## src/design/decoder_geometry_pkg.sv

```systemverilog
package decoder_geometry_pkg;

    // rotated lattice, one round of detection nodes
    localparam int GRID_WIDTH_X = 4;  // rows
    localparam int GRID_WIDTH_Z = 2;  // columns
    localparam int NODES_PER_ROUND = GRID_WIDTH_X * GRID_WIDTH_Z;

    // two logical patches stacked along x, fused at the border row
    localparam int LOGICAL_QUBITS_PER_DIM = 2;
    localparam int FUSION_ROW = GRID_WIDTH_X / LOGICAL_QUBITS_PER_DIM;

    // edge counts per round
    localparam int NS_EDGE_COUNT = (GRID_WIDTH_X - 1) * GRID_WIDTH_Z;
    localparam int EW_EDGE_COUNT = (GRID_WIDTH_X - 1) * GRID_WIDTH_Z;
    localparam int UD_EDGE_COUNT = NODES_PER_ROUND;

    // correction word layout: NS, then EW, then UD
    localparam int NS_BASE = 0;
    localparam int EW_BASE = NS_BASE + NS_EDGE_COUNT;
    localparam int UD_BASE = EW_BASE + EW_EDGE_COUNT;
    localparam int EDGE_COUNT = UD_BASE + UD_EDGE_COUNT;

    // node (i,j) lives at bit i*GRID_WIDTH_Z+j
    typedef logic [NODES_PER_ROUND-1:0] node_vec_t;

    // one bit per edge, flagged when the edge carries a correction
    typedef logic [EDGE_COUNT-1:0] corr_vec_t;

    // link type codes of the decoding graph
    typedef enum logic [1:0] {
        EDGE_INTERNAL = 2'b00,  // both endpoints on the grid
        EDGE_ABSENT   = 2'b10,  // second endpoint off the grid
        EDGE_CUT      = 2'b11   // border row while patches are not fused
    } edge_kind_e;

endpackage

```

## src/design/host_bus_pkg.sv

```systemverilog
package host_bus_pkg;

    // wishbone classic, host side only
    typedef struct packed {
        logic        cyc;
        logic        stb;
        logic        we;
        logic [3:0]  adr;
        logic [31:0] dat;
    } wb_req_t;

    typedef struct packed {
        logic        ack;
        logic [31:0] dat;
    } wb_rsp_t;

    // register map
    typedef enum logic [3:0] {
        ADDR_ROUND      = 4'd0,
        ADDR_CONFIG     = 4'd1,
        ADDR_CORRECTION = 4'd2
    } reg_addr_e;

    // pipeline beats
    typedef struct packed {
        logic                            valid;
        logic                            first;   // new batch, forget history
        logic                            fusion;
        decoder_geometry_pkg::node_vec_t meas;
    } round_beat_t;

    typedef struct packed {
        logic                            valid;
        logic                            fusion;
        decoder_geometry_pkg::node_vec_t cur_defects;
        decoder_geometry_pkg::node_vec_t prev_defects;
    } defect_beat_t;

    typedef struct packed {
        logic                            valid;
        decoder_geometry_pkg::corr_vec_t corr;
    } corr_beat_t;

    localparam int CORR_FIFO_DEPTH = 4;
    localparam int CORR_PTR_W = $clog2(CORR_FIFO_DEPTH);
    localparam int CORR_CNT_W = $clog2(CORR_FIFO_DEPTH + 1);

    localparam int CORR_VALID_BIT = 31;
    localparam int ROUND_FIRST_BIT = 8;

endpackage

```

## src/design/wb_host_port.sv

```systemverilog
`timescale 1ns/1ps

module wb_host_port (
    input  logic                      clk,
    input  logic                      reset,
    input  host_bus_pkg::wb_req_t     wb_req_i,
    output host_bus_pkg::wb_rsp_t     wb_rsp_o,
    input  logic                      room_i,
    output host_bus_pkg::round_beat_t round_o,
    output logic                      pop_o,
    input  host_bus_pkg::corr_beat_t  head_i
);

    logic                      ack_q;
    logic [31:0]               rsp_dat_q;
    logic                      fusion_q;
    logic                      pop_q;
    host_bus_pkg::round_beat_t round_q;

    logic        req_live;
    logic        round_wr;
    logic        cfg_wr;
    logic        corr_rd;
    logic        take;
    logic [31:0] rd_word;

    // address decode and read mux
    always_comb begin
        req_live = wb_req_i.cyc && wb_req_i.stb && !ack_q;  // never ack twice in a row
        round_wr = 1'b0;
        cfg_wr = 1'b0;
        corr_rd = 1'b0;
        rd_word = '0;
        case (host_bus_pkg::reg_addr_e'(wb_req_i.adr))
            host_bus_pkg::ADDR_ROUND: begin
                round_wr = wb_req_i.we;
            end
            host_bus_pkg::ADDR_CONFIG: begin
                cfg_wr = wb_req_i.we;
                rd_word[0] = fusion_q;
            end
            host_bus_pkg::ADDR_CORRECTION: begin
                corr_rd = !wb_req_i.we;
                if (head_i.valid) begin
                    rd_word[host_bus_pkg::CORR_VALID_BIT] = 1'b1;
                    rd_word[decoder_geometry_pkg::EDGE_COUNT-1:0] = head_i.corr;
                end
            end
            default: ;  // unmapped, ack and read zero
        endcase
        // a round write holds off until the buffer has a free slot
        take = req_live && (!round_wr || room_i);
    end

    always_ff @(posedge clk) begin
        if (take) begin
            rsp_dat_q <= rd_word;
        end
        round_q.meas <= wb_req_i.dat[decoder_geometry_pkg::NODES_PER_ROUND-1:0];
        round_q.first <= wb_req_i.dat[host_bus_pkg::ROUND_FIRST_BIT];
        round_q.fusion <= fusion_q;  // stamp with the fusion in force now
        if (reset) begin
            ack_q <= 1'b0;
            fusion_q <= 1'b0;
            pop_q <= 1'b0;
            round_q.valid <= 1'b0;
        end else begin
            ack_q <= take;
            pop_q <= take && corr_rd && head_i.valid;
            round_q.valid <= take && round_wr;
            if (take && cfg_wr) begin
                fusion_q <= wb_req_i.dat[0];
            end
        end
    end

    assign wb_rsp_o = '{ack: ack_q, dat: rsp_dat_q};
    assign round_o = round_q;  // valid in the ack cycle
    assign pop_o = pop_q;      // pop lands with the read ack

endmodule

```

## src/design/syndrome_diff.sv

```systemverilog
`timescale 1ns/1ps

module syndrome_diff (
    input  logic                       clk,
    input  logic                       reset,
    input  host_bus_pkg::round_beat_t  round_i,
    output host_bus_pkg::defect_beat_t defect_o
);

    decoder_geometry_pkg::node_vec_t prev_meas_q;  // last round measured
    decoder_geometry_pkg::node_vec_t prev_def_q;   // last round's detection events
    decoder_geometry_pkg::node_vec_t base_meas;
    decoder_geometry_pkg::node_vec_t cur_def;
    decoder_geometry_pkg::node_vec_t prev_def;
    host_bus_pkg::defect_beat_t      defect_q;

    // first round of a batch sees an empty history
    always_comb begin
        base_meas = round_i.first ? '0 : prev_meas_q;
        prev_def = round_i.first ? '0 : prev_def_q;
        cur_def = round_i.meas ^ base_meas;
    end

    always_ff @(posedge clk) begin
        defect_q.fusion <= round_i.fusion;
        defect_q.cur_defects <= cur_def;
        defect_q.prev_defects <= prev_def;
        if (reset) begin
            defect_q.valid <= 1'b0;
            prev_meas_q <= '0;
            prev_def_q <= '0;
        end else begin
            defect_q.valid <= round_i.valid;
            if (round_i.valid) begin
                prev_meas_q <= round_i.meas;
                prev_def_q <= cur_def;
            end
        end
    end

    assign defect_o = defect_q;

endmodule

```

## src/design/pair_matcher.sv

```systemverilog
`timescale 1ns/1ps

module pair_matcher (
    input  logic                       clk,
    input  logic                       reset,
    input  host_bus_pkg::defect_beat_t defect_i,
    output host_bus_pkg::corr_beat_t   corr_o
);

    host_bus_pkg::corr_beat_t        corr_q;
    decoder_geometry_pkg::corr_vec_t corr_next;
    decoder_geometry_pkg::edge_kind_e ns_kind;
    decoder_geometry_pkg::edge_kind_e ew_kind;
    int                              ns_col;
    int                              ew_col;

    // link type of an NS or EW edge in row `row` whose far endpoint sits in column `col`
    function automatic decoder_geometry_pkg::edge_kind_e edge_kind(
        input int   row,
        input int   col,
        input logic fusion
    );
        if (col >= decoder_geometry_pkg::GRID_WIDTH_Z) begin
            return decoder_geometry_pkg::EDGE_ABSENT;
        end
        if (row == decoder_geometry_pkg::FUSION_ROW && !fusion) begin
            return decoder_geometry_pkg::EDGE_CUT;
        end
        return decoder_geometry_pkg::EDGE_INTERNAL;
    endfunction

    // defect at node (row,col), off-grid nodes never carry one
    function automatic logic node_at(
        input decoder_geometry_pkg::node_vec_t v,
        input int                              row,
        input int                              col
    );
        if (col >= decoder_geometry_pkg::GRID_WIDTH_Z) begin
            return 1'b0;
        end
        return v[row * decoder_geometry_pkg::GRID_WIDTH_Z + col];
    endfunction

    always_comb begin
        corr_next = '0;
        ns_col = 0;
        ew_col = 0;
        ns_kind = decoder_geometry_pkg::EDGE_ABSENT;
        ew_kind = decoder_geometry_pkg::EDGE_ABSENT;
        for (int i = 1; i < decoder_geometry_pkg::GRID_WIDTH_X; i++) begin
            for (int c = 0; c < decoder_geometry_pkg::GRID_WIDTH_Z; c++) begin
                ns_col = (i % 2 == 1) ? c : c + 1;  // even rows lean east going south
                ew_col = (i % 2 == 1) ? c + 1 : c;  // odd rows lean east going north
                ns_kind = edge_kind(i, ns_col, defect_i.fusion);
                ew_kind = edge_kind(i, ew_col, defect_i.fusion);
                corr_next[decoder_geometry_pkg::NS_BASE + (i - 1) *
                          decoder_geometry_pkg::GRID_WIDTH_Z + c] =
                    (ns_kind == decoder_geometry_pkg::EDGE_INTERNAL) &&
                    node_at(defect_i.cur_defects, i - 1, c) &&
                    node_at(defect_i.cur_defects, i, ns_col);
                corr_next[decoder_geometry_pkg::EW_BASE + (i - 1) *
                          decoder_geometry_pkg::GRID_WIDTH_Z + c] =
                    (ew_kind == decoder_geometry_pkg::EDGE_INTERNAL) &&
                    node_at(defect_i.cur_defects, i, c) &&
                    node_at(defect_i.cur_defects, i - 1, ew_col);
            end
        end
        // time-like edges join a node to itself one round earlier
        for (int n = 0; n < decoder_geometry_pkg::NODES_PER_ROUND; n++) begin
            corr_next[decoder_geometry_pkg::UD_BASE + n] =
                defect_i.prev_defects[n] && defect_i.cur_defects[n];
        end
    end

    always_ff @(posedge clk) begin
        corr_q.corr <= corr_next;
        if (reset) begin
            corr_q.valid <= 1'b0;
        end else begin
            corr_q.valid <= defect_i.valid;
        end
    end

    assign corr_o = corr_q;

endmodule

```

## src/design/correction_buffer.sv

```systemverilog
`timescale 1ns/1ps

module correction_buffer (
    input  logic                     clk,
    input  logic                     reset,
    input  logic                     reserve_i,
    input  host_bus_pkg::corr_beat_t corr_i,
    input  logic                     pop_i,
    output host_bus_pkg::corr_beat_t head_o,
    output logic                     room_o
);

    decoder_geometry_pkg::corr_vec_t mem [host_bus_pkg::CORR_FIFO_DEPTH];

    logic [host_bus_pkg::CORR_PTR_W-1:0] wr_ptr_q;
    logic [host_bus_pkg::CORR_PTR_W-1:0] rd_ptr_q;
    logic [host_bus_pkg::CORR_CNT_W-1:0] count_q;     // entries stored
    logic [host_bus_pkg::CORR_CNT_W-1:0] reserved_q;  // rounds accepted but not yet popped
    logic                                do_pop;

    assign do_pop = pop_i && (count_q != '0);

    // storage, no reset needed
    always_ff @(posedge clk) begin
        if (corr_i.valid) begin
            mem[wr_ptr_q] <= corr_i.corr;
        end
    end

    always_ff @(posedge clk) begin
        if (reset) begin
            wr_ptr_q <= '0;
            rd_ptr_q <= '0;
            count_q <= '0;
            reserved_q <= '0;
        end else begin
            if (corr_i.valid) begin
                wr_ptr_q <= wr_ptr_q + 1'b1;  // depth is a power of two, wraps
            end
            if (do_pop) begin
                rd_ptr_q <= rd_ptr_q + 1'b1;
            end
            count_q <= count_q + corr_i.valid - do_pop;
            reserved_q <= reserved_q + reserve_i - do_pop;
        end
    end

    assign head_o = '{valid: count_q != '0, corr: mem[rd_ptr_q]};
    assign room_o = reserved_q < host_bus_pkg::CORR_CNT_W'(host_bus_pkg::CORR_FIFO_DEPTH);

endmodule

```

## src/design/surface_decoder_top.sv

```systemverilog
`timescale 1ns/1ps

module surface_decoder_top (
    input  logic                  clk,
    input  logic                  reset,
    input  host_bus_pkg::wb_req_t wb_req_i,
    output host_bus_pkg::wb_rsp_t wb_rsp_o
);

    host_bus_pkg::round_beat_t  round_beat;
    host_bus_pkg::defect_beat_t defect_beat;
    host_bus_pkg::corr_beat_t   corr_beat;
    host_bus_pkg::corr_beat_t   head_beat;
    logic                       room;
    logic                       pop;

    wb_host_port wb_host_port_inst (
        .clk      (clk),
        .reset    (reset),
        .wb_req_i (wb_req_i),
        .wb_rsp_o (wb_rsp_o),
        .room_i   (room),
        .round_o  (round_beat),
        .pop_o    (pop),
        .head_i   (head_beat)
    );

    syndrome_diff syndrome_diff_inst (
        .clk      (clk),
        .reset    (reset),
        .round_i  (round_beat),
        .defect_o (defect_beat)
    );

    pair_matcher pair_matcher_inst (
        .clk      (clk),
        .reset    (reset),
        .defect_i (defect_beat),
        .corr_o   (corr_beat)
    );

    // accepted round claims its slot right away
    correction_buffer correction_buffer_inst (
        .clk       (clk),
        .reset     (reset),
        .reserve_i (round_beat.valid),
        .corr_i    (corr_beat),
        .pop_i     (pop),
        .head_o    (head_beat),
        .room_o    (room)
    );

endmodule

```

## config.mk

```make
export PLATFORM = sky130hd
export DESIGN_NAME = surface_decoder_top
export DESIGN_NICKNAME = d
export VERILOG_FILES = /design/src/design/decoder_geometry_pkg.sv /design/src/design/host_bus_pkg.sv /design/src/design/wb_host_port.sv /design/src/design/syndrome_diff.sv /design/src/design/pair_matcher.sv /design/src/design/correction_buffer.sv /design/src/design/surface_decoder_top.sv
export SDC_FILE = /design/constraint.sdc
export NUM_CORES = 1
export LEC_CHECK = 0
export CORE_MARGIN = 2
export CORE_UTILIZATION = 45
export CTS_BUF_LIST = sky130_fd_sc_hd__clkbuf_4 sky130_fd_sc_hd__clkbuf_8
export CTS_CLUSTER_DIAMETER = 120
export DETAILED_ROUTE_END_ITERATION = 12
export DONT_BUFFER_PORTS = 1
export GPL_ROUTABILITY_DRIVEN = 0
export PLACE_DENSITY_LB_ADDON = 0.3
export SKIP_CTS_REPAIR_TIMING = 1
export SYNTH_ARGS = -nofsm -noshare
export SYNTH_HDL_FRONTEND = slang
export SYNTH_SLANG_ARGS = --single-unit
```

## constraint.sdc

```tcl
create_clock -name clk -period 2.3 [get_ports clk]
set_input_delay 0.115 -clock clk [delete_from_list [all_inputs] [get_ports clk]]
set_output_delay 0.115 -clock clk [all_outputs]
set_load 0.01 [all_outputs]
```

# --- Word level (Yosys, flattened, before mapping) ---
# Memories as Yosys holds them, arrays and structs flattened. A register that Yosys moved wholly into a read port is not among the register bits.
# Index checks and enable logic that the tools add are counted.
word_totals:
  mem_count: 1
  ff_bits: 97
  ram_bits: 68
  word_cells: 81
  inputBits: 41
  out_inout_bits: 33
classes:
  n_mux: 12
  n_bitwise: 1
  n_eq_ne: 2
  magnitude_cmp: 1
  n_reduce_logical: 36
  addsub: 6
mem_list:
  columns: ["memory", "words", "word_bits", "rd", "rd_ports_with_merged_regs", "write_ports", "line", "rtl"]
  rows:
  - ["correction_buffer_inst.mem", 4, 17, 1, 1, 1, "correction_buffer.sv:13", "decoder_geometry_pkg::corr_vec_t mem [host_bus_pkg::CORR_FIFO_DEPTH];"]
ops:
  columns: ["cell", "n"]
  rows:
  - ["$logic_and 1x1->1", 28]
  - ["$mux 8", 1]
  - ["$xor 8x8->8", 1]
  - ["$mux 1", 7]
  - ["$add 3x1->3", 2]
  - ["$mux 2", 3]
  - ["$sub 3x1->3", 2]
  - ["$add 2x1->2 const B", 2]
  - ["$eq 4x1->1 const B", 1]
  - ["$eq 4x2->1 const B", 1]
  - ["$logic_not 4->1", 1]
  - ["$logic_not 1->1", 3]
  - ["$lt 3x3->1 const B", 1]
  - ["$reduce_bool 3->1", 1]
  - ["$logic_not 2->1", 1]
  - ["$pmux 1 s2", 1]
  - ["$reduce_and 2->1", 1]
  - ["$logic_or 1x1->1", 1]

# --- Logic depth before layout (Yosys ltp) ---
# Gate-level depths: netlist of run 1.
logic_depth:
  word_depth: 7
  depth_mapped: 8
  mapped_depth_nobuf: 8

# --- Cells and area by module ---
# A second synthesis of run 1 with hierarchy kept.
unflattened:
  hier_cells: 403
  area_unflattened_um2: 6617.6
modules_own_cells:
  columns: ["module", "cells_per_inst", "area_each_um2", "seq_area_each_um2", "instances"]
  rows:
  - ["correction_buffer", 163, 3513.4, 2642.5, 1]
  - ["syndrome_diff", 113, 1307.5, 680.7, 1]
  - ["wb_host_port", 87, 1293.7, 910.9, 1]
  - ["pair_matcher", 40, 503.0, 360.3, 1]

# --- Least setup slack after synthesis of run 1 ---
# No wires, ideal clock.
synth_timing:
  path_type: "register -> register"
  from: "register correction_buffer_inst.count_q[1] (netlist name)"
  to: "register correction_buffer_inst.count_q[2] (netlist name)"
  t_arrival_ns: 1.834
  setup_slack_ns: 0.339
  required_time_ns: 2.172
  path_buffers: 0
  period_less_slack_ns: 1.961
  stages_incl_launch_ff: 9
  setup_time_ns: 0.128
  cell_sequence: "dfxtp_1 -> or3_1 -> nand3_1 -> o21ai_0 -> ha_1 -> fa_1 -> xnor2_1 -> xnor2_1 -> nor2_1"
synth_between:
  elab_chain_len: 3
  elab_cells_between_ends: 4
  classes_between: "add/sub (2); reduce/logical (2)"
synth_rtl:
  columns: ["element", "line", "rtl"]
  rows:
  - ["start: declaration", "correction_buffer.sv:17", "logic [host_bus_pkg::CORR_CNT_W-1:0] count_q;"]
  - ["start signal: assignment", "correction_buffer.sv:43", "count_q <= count_q + corr_i.valid - do_pop;"]
  - ["parallel branches: the longest is 2 deep, another holds $add 3x1->3", null, null]
  - ["$sub 3x1->3 (*)", "correction_buffer.sv:43", null]
# Every way passes the cells marked *.
# A chain may end at the register's enable or synchronous reset.

# --- Final worst setup path of run 1 ---
# Ends and elaborated chain as after synthesis.

==> results.yml, run 1 <==
worst_setup_path:
  crit_slowest_cell: "or3_1"
  critPathArrivalTime_ns: 2.38
  path_class: "reg2reg"
  path_common_cell: "xnor2_1"
  r2r_slack_ns: 0.21
  cpPeakStageDelay_ns: 0.42
  critPathLaunchType: "flip-flop"
  end_kind: "flip-flop"
  crit_chain: "or3_1, nand3_1, o21ai_0, ha_1, fa_1, xnor2_1, xnor2_1, nor2_1"
  required_ns: 2.59
  r2r_start: "correction_buffer_inst.count_q[1]"
  cp_num_buf_inv: 0
  cp_max_fo: 5
  r2r_cells: 8
  worst_r2r_endpoint: "correction_buffer_inst.count_q[2]"
  cp_top_family: "simple AND/OR/NAND/NOR gates"
drt:
  drtIter0Drc: 125
  wl_per_cell_um: 14.8
  met1_length_mm: 3.97
  viasPerCell: 4.65
  drt-total-wl_mm: 8.52
  top_layer_used: "met4"
  antenna_left: 0
  routed-wl-met2_mm: 4.21
  first_pass_iters: 4
  wl_met3_um: 290
  vias: 2681
  drc: 0
synth:
  synth_common_cells: "edfxtp_1 (86), dfxtp_1 (78), nor2b_1 (29), nor2_1 (19), and2_1 (18)"
  synth_ff_type: "edfxtp_1"
  yosys_warnings: 0
  synth-edff-count: 86
  synth_area_per_cell_um2: 16.1
  synth.most_common_cell: "edfxtp_1"
  synth_seq_cells: 164
  synthArstFlopShare_pct: 0
  synth_top_area_cell: "edfxtp_1"
  syn-cell-area_mm2: 0.00585
  synthTopCellsByArea: "edfxtp_1 (44%), dfxtp_1 (27%), mux4_1 (5.8%), nor2b_1 (3.1%), xnor2_1 (1.9%)"
  netlist_instances: 364
  synth_top_area_share_pct: 44.1
  synth_cell_types: 39
  yosysSeqAreaShare_pct: 70.8
finish:
  drive_gt1_share_pct: 14.1
  final_cells: 577
  area_delta_synth_final_pct: 12.4
  finish.utilization_pct: 51.9
  antenna_cells: 0
  n_fill_cell: 1080
  fin_nets: 441
power_and_ir_drop:
  p_switching_w: 0.00104
  clock_power_share_pct: 41.5
  combPwrFrac_pct: 1.3
  seqPwrFrac_pct: 57.1
  internal_power_w: 0.00442
  peakVddDrop_uv: 612
  leakagePower_nw: 2.49
  power_w: 0.00546
  swShare_pct: 19.1
  powerDensity_mw_per_mm2: 830
min_path:
  hold_path_class: "in2reg"
  hold_depth: 3
  worstHoldStart: "wb_req_i[34]"
  whs_endpoint: "wb_host_port_inst.ack_q"
cts:
  clk_path_buf_depth: 2
  path_clk_slew_ns: 0.08
  clk-insertion-delay-late_ns: 0.42
  cts_buffers: 17
  cts_tree: "yes"
  cts.sinks: 164
  ctsHtreeMaxLevel: 4
  cts-root-buf: "clkbuf_8"
global_route:
  antenna_found_initial: 0
  grt.overflow.total: 0
  grt_pass1_wl_mm: 13.6
  grt_start_max_net_pins: 23
  grt_usage_pct: 13.0
  grt_pass1_vias: 2644
placed_design:
  dp_cells: 531
  io_buffers: 0
  dpl.hpwl_mm: 5.36
timing:
  drv_slew: 0
  rsz0062_at_grt: "no"
  min_period_ns: 2.09
  skew_ns: 0.00907
  slew-limit-headroom_pct: 30.4
  tightest_slew_ns: 1.04
  fin_crit_sh_pct: 90.8
  hold_viol: 0
  tns_ns: 0
  setup_viol: 0
  fmax_ghz: 0.479
  hold_ws_ns: 0.0179
floorplan:
  die_h_um: 118
  die_area_mm2: 0.0139
  core_mm2: 0.0127
  rows: 41
  die_w_um: 118
  top_level_ports: 74
  start_util_pct: 46.2
run_status:
  status: "finished, final reports clean"
flow_run:
  drv_cap: 0
layout make-up:
| cell class | instances | area [um2] | share of cell area, % |
|---|---|---|---|
| sequential | 164 | 4140 | 63.0 |
| multi-input combinational | 177 | 1530 | 23.3 |
| clock buffer | 18 | 241 | 3.67 |
| tap | 172 | 215 | 3.27 |
| clock inverter | 14 | 209 | 3.17 |
| timing repair buffer | 22 | 200 | 3.04 |
| inverter | 10 | 37.5 | 0.570 |
through the flow:
step / setup slack [ns] / cell area [um2]
floorplan: 0.339 / 5900
global placement: 0.294 / 5990
detailed placement: 0.249 / 5990
CTS: 0.225 / 6440
global route: 0.0357 / 6580
finish: 0.211 / 6580
registers in the layout (all words and copies together) (netlist names), 3 cells and up, named ones only:
signal,cells
pair_matcher_inst.corr_o,18
correction_buffer_inst.reserved_q,3
syndrome_diff_inst.prev_def_q,8
wb_host_port_inst.rsp_dat_q,18
syndrome_diff_inst.defect_o,18
correction_buffer_inst.mem,68
correction_buffer_inst.count_q,3
wb_host_port_inst.round_o,11
syndrome_diff_inst.prev_meas_q,8
worst min-delay path, stage by stage:
cell and delay [ns]:
or4b_4 0.13, nor3b_1 0.07, nor2_1 0.09
routing by layer:
layer / up-vias / global-route usage [%]
li1: 1321 / -
met1: 1304 / 16.3
met2: 54 / 20.9
met3: 2 / 4.70
met4: 0 / 4.29
met5: - / 0
worst max-delay path by stage:
stage                                            startpoint  cells past startpoint                                 to
after global routing      correction_buffer_inst.count_q[1]                      8  correction_buffer_inst.count_q[2]
final                     correction_buffer_inst.count_q[1]                      8  correction_buffer_inst.count_q[2]
after CTS                 correction_buffer_inst.count_q[1]                      8  correction_buffer_inst.count_q[2]
after floorplan           correction_buffer_inst.count_q[1]                      8  correction_buffer_inst.count_q[2]
after detailed placement  correction_buffer_inst.count_q[1]                      8  correction_buffer_inst.count_q[2]
after global placement    correction_buffer_inst.count_q[1]                      8  correction_buffer_inst.count_q[2]
power groups by stage:
stage | Combinational (W) | Clock [W] | Sequential [W]
global placement | 0.0000497 | 0 | 0.00319
global route | 0.0000805 | 0.00247 | 0.00313
CTS | 0.0000500 | 0.00234 | 0.00312
floorplan | 0.0000647 | 0 | 0.00318
finish | 0.0000735 | 0.00227 | 0.00312
detailed placement | 0.0000499 | 0 | 0.00319
placed cells by master (no fill, tap or decap), types with 2 or more instances in the layout:
master	count
clkinv_2	4
clkinv_4	2
or2_2	9
edfxtp_1	86
mux4_2	4
and2_1	18
nor2b_1	29
mux4_1	13
ha_1	6
conb_1	14
nand2_1	4
o211a_1	8
clkbuf_8	17
mux2i_1	10
nand3b_1	2
dfxtp_1	78
bufinv_16	5
nand2b_1	9
and3_1	3
inv_1	9
xor2_1	2
xnor2_1	13
buf_4	8
nor2_1	18
fa_1	2
dlygate4sd3_1	14
logic make-up after synthesis:
group,Yosys count,synth area share (%)
buf+inv,36,3.87
flops,164,70.8
mux,27,9.09
fa+ha+maj,8,1.97
other cells,1,0.0641
xor+xnor,15,2.24
compound gates,12,1.84
simple gates,101,10.1
Power figures use the tool's default switching activity.
==> run 2, diff against run 1 <==
--- a/config.mk
+++ b/config.mk
@@ -5,12 +5,12 @@
 export SDC_FILE = /design/constraint.sdc
 export NUM_CORES = 1
 export LEC_CHECK = 0
+export BUFFER_PORTS_ARGS = -buffer_cell sky130_fd_sc_hd__buf_4
 export CORE_MARGIN = 2
 export CORE_UTILIZATION = 45
 export CTS_BUF_LIST = sky130_fd_sc_hd__clkbuf_4 sky130_fd_sc_hd__clkbuf_8
 export CTS_CLUSTER_DIAMETER = 120
 export DETAILED_ROUTE_END_ITERATION = 12
-export DONT_BUFFER_PORTS = 1
 export GPL_ROUTABILITY_DRIVEN = 0
 export PLACE_DENSITY_LB_ADDON = 0.3
 export SKIP_CTS_REPAIR_TIMING = 1
==> run 2 against run 1 <==
  * Clock skew shrank 0.00096 ns
  * Clock power shrank 7%
  * Count of clock-buffer cells in the layout grew 2
  * Worst hold slack gained 0.081 ns
  * Total power shrank 2.5%
  * First-iteration DRC count shrank 37%
  * Flip-flop and latch count is the same
  * Register-to-register slack is essentially flat
==> results.yml, run 2 (same netlist as run 1, synthesis figures left out) <==
run_status:
  status: "finished, final reports clean"
floorplan:
  die_h_um: 118
  start_util_pct: 46.2
  core_mm2: 0.0127
  rows: 41
  top_level_ports: 74
  die_area_mm2: 0.0139
  die_w_um: 118
worst_setup_path:
  cp_max_fo: 5
  crit_chain: "or3_1, nand3_1, o21ai_0, ha_1, fa_1, xnor2_1, xnor2_1, nor2_1"
  worst_r2r_endpoint: "correction_buffer_inst.count_q[2]"
  cp.depth: 8
  r2r_slack_ns: 0.22
  crit_slowest_cell: "or3_1"
  path_common_cell: "xnor2_1"
  r2r_cells: 8
  required_ns: 2.62
  r2r_start: "correction_buffer_inst.count_q[1]"
  cpPeakStageDelay_ns: 0.42
  cp_num_buf_inv: 0
  cp_top_family: "simple AND/OR/NAND/NOR gates"
  critPathArrivalTime_ns: 2.40
  end_kind: "flip-flop"
  critPathLaunchType: "flip-flop"
  path_class: "reg2reg"
timing:
  slew-limit-headroom_pct: 62.8
  hold_viol: 0
  fmax_ghz: 0.481
  rsz0062_at_grt: "no"
  tightest_slew_ns: 0.556
  setup_viol: 0
  fin_crit_sh_pct: 90.4
  drv_slew: 0
  min_period_ns: 2.08
  skew_ns: 0.00811
  tns_ns: 0
  setup_slack_ns: 0.221
power_and_ir_drop:
  combPwrFrac_pct: 2.2
  internal_power_w: 0.00428
  p_switching_w: 0.00105
  seqPwrFrac_pct: 58.4
  power_w: 0.00533
  peakVddDrop_uv: 384
  swShare_pct: 19.7
  clock_power_share_pct: 39.4
  leakagePower_nw: 2.64
  powerDensity_mw_per_mm2: 782
cts:
  cts.sinks: 164
  ctsHtreeMaxLevel: 4
  path_clk_slew_ns: 0.08
  cts-root-buf: "clkbuf_8"
  cts_tree: "yes"
  clk-insertion-delay-late_ns: 0.44
  cts_buffers: 17
  clk_path_buf_depth: 2
global_route:
  grt.overflow.total: 0
  antenna_found_initial: 0
  grt_start_max_net_pins: 23
  grt_usage_pct: 12.8
  grt_pass1_vias: 2755
  grt_pass1_wl_mm: 13.5
finish:
  largest_register_ffs: 68
  layout_common_cells: "edfxtp_1 (86), dfxtp_1 (78), buf_4 (45), nor2b_1 (29), nor2_1 (19)"
  finalInstanceArea_mm2: 0.00682
  fin_nets: 477
  regMostFlops: "correction_buffer_inst.mem"
  antenna_cells: 0
  n_fill_cell: 1040
  area_delta_synth_final_pct: 16.4
  drive_gt1_share_pct: 20.9
  final_common_cell: "edfxtp_1"
drt:
  drt-total-wl_mm: 8.28
  vias: 2784
  wl_per_cell_um: 13.5
  antenna_left: 0
  first_pass_iters: 4
  viasPerCell: 4.54
  drc: 0
  drtIter0Drc: 79
placed_design:
  dpl.hpwl_mm: 5.22
  place_area_mm2: 0.00627
  preCtsSetupSlack_ns: 0.232
  io_buffers: 36
min_path:
  hold_path_class: "in2reg"
  hold_depth: 4
  worstHoldStart: "wb_req_i[34]"
  whs_endpoint: "wb_host_port_inst.fusion_q"
flow_run:
  drv_cap: 0
==> run 2: changes by cell type in the layout (fill, tap and decap cells not counted), sizes merged <==
cell,previous run,this run
buf,8,45
bufinv,5,3
clkbuf,18,20
clkinvlp,2,3
dlygate4sd3,14,13
inv,10,9
==> run 2: worst max-delay path by stage <==
| stage | start | endpoint | slack [ns] |
|---|---|---|---|
| global route | correction_buffer_inst.count_q[1] | correction_buffer_inst.count_q[2] | 0.05 |
| finish | correction_buffer_inst.count_q[1] | correction_buffer_inst.count_q[2] | 0.22 |
| global placement | correction_buffer_inst.count_q[1] | correction_buffer_inst.count_q[2] | 0.29 |
| detailed placement | correction_buffer_inst.count_q[1] | correction_buffer_inst.count_q[2] | 0.23 |
| floorplan | correction_buffer_inst.count_q[1] | correction_buffer_inst.count_q[2] | 0.34 |
| CTS | correction_buffer_inst.count_q[1] | correction_buffer_inst.count_q[2] | 0.21 |
==> run 2: cell type report <==
type                            instances  area (um2)  area share, %
Clock inverter                         12         156           2.29
Multi-Input combinational cell        177        1530           22.5
Inverter                               10        37.5          0.551
Tap cell                              172         215           3.16
Sequential cell                       164        4140           60.8
Clock buffer                           20         263           3.86
Timing Repair Buffer                   58         468           6.87
==> run 2: power groups by stage <==
| stage | clock network [W] | logic [W] | registers, W |
|---|---|---|---|
| 2_1_floorplan | 0 | 0.0000647 | 0.00318 |
| 3_3_place_gp | 0 | 0.000102 | 0.00318 |
| 3_5_place_dp | 0 | 0.000102 | 0.00318 |
| 4_1_cts | 0.00216 | 0.000102 | 0.00311 |
| 5_1_grt | 0.00227 | 0.000128 | 0.00312 |
| 6_report | 0.00210 | 0.000117 | 0.00311 |
==> run 2: worst register-to-register path: cells and delay by family, from the launching register on <==
kind / cells / cell delay (ns)
and+or+nand+nor: 3 / 0.61
adders and majority gates: 2 / 0.58
DFF: 1 / 0.35
xor gates and xnor gates: 2 / 0.32
AOI/OAI and AO/OA: 1 / 0.11
==> run 2: per-stage QoR <==
step                      hold slack (ns)  util [%]  instances
after global routing               0.0880      53.8        613
after floorplan                     0.143         -        377
final                              0.0991      53.8        613
after global placement              0.220      49.5        568
after detailed placement            0.221      49.5        568
after CTS                          -0.255      52.8        600
==> run 2: per-layer routing <==
metal	track usage (%)	vias to the layer above	share of wire, %
met1	15.5	1325	46
met5	0	-	0
met4	6.78	0	2.1
met2	20.6	53	49
met3	3.92	11	3.0
li1	-	1395	-
==> run 3, diff against run 2 <==
==> constraint.sdc (replaced) <==
create_clock -name clk -period 2.3 [get_ports clk]
set_input_delay 0.23 -clock clk [delete_from_list [all_inputs] [get_ports clk]]
set_output_delay 0.23 -clock clk [all_outputs]
set_load 0.01 [all_outputs]
==> run 3 against run 2 <==
  * Clock skew shrank 0.0021 ns
  * Critical endpoint unchanged
  * Die area is the same
  * Global-route usage shrank 0.16 points
  * Register-to-register slack lost 0.03 ns
  * Total power shrank 0.92%
  * Non-clock buffer count shrank 2
  * First-iteration DRC count grew 18%
  * Core utilization shrank 0.22 points
  * Worst hold slack gained 0.021 ns
  * Design area shrank 0.40%
==> results.yml, run 3 (same netlist as run 1, synthesis figures left out) <==
worst_setup_path:
  required_ns: 2.62
  cp_max_fo: 5
  cp_top_family: "adder cells"
  critPathArrivalTime_ns: 2.42
  cp_num_buf_inv: 0
  crit_slowest_cell: "or3_1"
  critPathLaunchType: "flip-flop"
  cpPeakStageDelay_ns: 0.41
  path_class: "reg2reg"
  end_kind: "flip-flop"
  crit_chain: "or3_1, nand3_1, o21ai_0, ha_1, fa_1, xnor2_2, xnor2_1, nor2_1"
cts:
  cts_buffers: 17
  path_clk_slew_ns: 0.07
  clk-insertion-delay-late_ns: 0.43
  cts.sinks: 164
  cts-root-buf: "clkbuf_8"
  clk_path_buf_depth: 2
  ctsHtreeMaxLevel: 4
  cts_tree: "yes"
timing:
  setup_viol: 0
  fmax_ghz: 0.475
  fin_crit_sh_pct: 91.6
  rsz0062_at_grt: "no"
  drv_slew: 0
  slew-limit-headroom_pct: 62.7
  min_period_ns: 2.11
  hold_ws_ns: 0.120
  tns_ns: 0
  tightest_slew_ns: 0.558
  hold_viol: 0
  skew_ns: 0.00605
global_route:
  grt.overflow.total: 0
  grt_pass1_vias: 2756
  antenna_found_initial: 0
  grt_pass1_wl_mm: 13.4
  grt_start_max_net_pins: 23
  grt_usage_pct: 12.7
drt:
  drtIter0Drc: 93
  wl_per_cell_um: 13.4
  vias: 2783
  drt-total-wl_mm: 8.20
  first_pass_iters: 4
  antenna_left: 0
  drc: 0
  viasPerCell: 4.55
finish:
  area_delta_synth_final_pct: 16.0
  drive_gt1_share_pct: 21.2
  final_cells: 611
  final_common_cell: "edfxtp_1"
  finish.utilization_pct: 53.6
  antenna_cells: 0
  regMostFlops: "correction_buffer_inst.mem"
  layout_common_cells: "edfxtp_1 (86), dfxtp_1 (78), buf_4 (45), nor2b_1 (29), nor2_1 (19)"
  fin_nets: 475
  finalInstanceArea_mm2: 0.00679
  largest_register_ffs: 68
  n_fill_cell: 1028
floorplan:
  die_w_um: 118
  rows: 41
  top_level_ports: 74
  die_area_mm2: 0.0139
  core_mm2: 0.0127
  start_util_pct: 46.2
  die_h_um: 118
placed_design:
  io_buffers: 36
  place_area_mm2: 0.00627
  dpl.hpwl_mm: 5.37
  dp_cells: 568
power_and_ir_drop:
  powerDensity_mw_per_mm2: 778
  peakVddDrop_uv: 417
  leakagePower_nw: 2.64
min_path:
  hold_path_class: "in2reg"
run_status:
  status: "finished, final reports clean"
flow_run:
  drv_cap: 0
run 3: layout make-up:
cell class	instances	area, um2	area share [%]
Sequential cell	164	4140	61.1
Multi-Input combinational cell	177	1540	22.7
Timing Repair Buffer	56	448	6.60
Clock buffer	21	270	3.98
Tap cell	172	215	3.17
Clock inverter	11	134	1.97
Inverter	10	37.5	0.553
run 3: routing by layer:
layer  GRT usage [%]  up-vias  wire length [um]
li1                -     1391                 -
met1            14.6     1323              3640
met2            21.4       54              4120
met3            3.63       15               273
met4            6.78        0               169
met5               0        -                 0
run 3: metrics by stage:
step	setup WS, ns	total power [W]
floorplan	0.339	0.00324
global placement	0.284	0.00328
detailed placement	0.196	0.00328
CTS	0.175	0.00533
global route	0.0238	0.00547
finish	0.194	0.00528
run 3: final timing paths:
path | start | to | slack (ns) | cells past startpoint
setup reg to reg | correction_buffer_inst.count_q[1] | correction_buffer_inst.count_q[2] | 0.19 | 8
hold reg to reg | wb_host_port_inst.round_o[8] | syndrome_diff_inst.defect_o[16] | 0.35 | 0
setup / recovery | correction_buffer_inst.count_q[1] | correction_buffer_inst.count_q[2] | 0.19 | 8
hold / removal | wb_req_i[34] | wb_host_port_inst.round_o[10] | 0.12 | 3
run 3: worst register-to-register path, stage by stage, from the launching register on:
cell,delay [ns]
dfxtp_1,0.36
or3_1,0.41
nand3_1,0.14
o21ai_0,0.12
ha_1,0.21
fa_1,0.41
xnor2_2,0.15
xnor2_1,0.14
nor2_1,0.05
run 3: report_power, final:
group,switching [W],leakage [nW],internal [W]
combinational,0.0000555,0.961,0.0000593
clock,0.000926,0.207,0.00112
sequential,0.0000228,1.47,0.00309
total,0.00100,2.64,0.00428
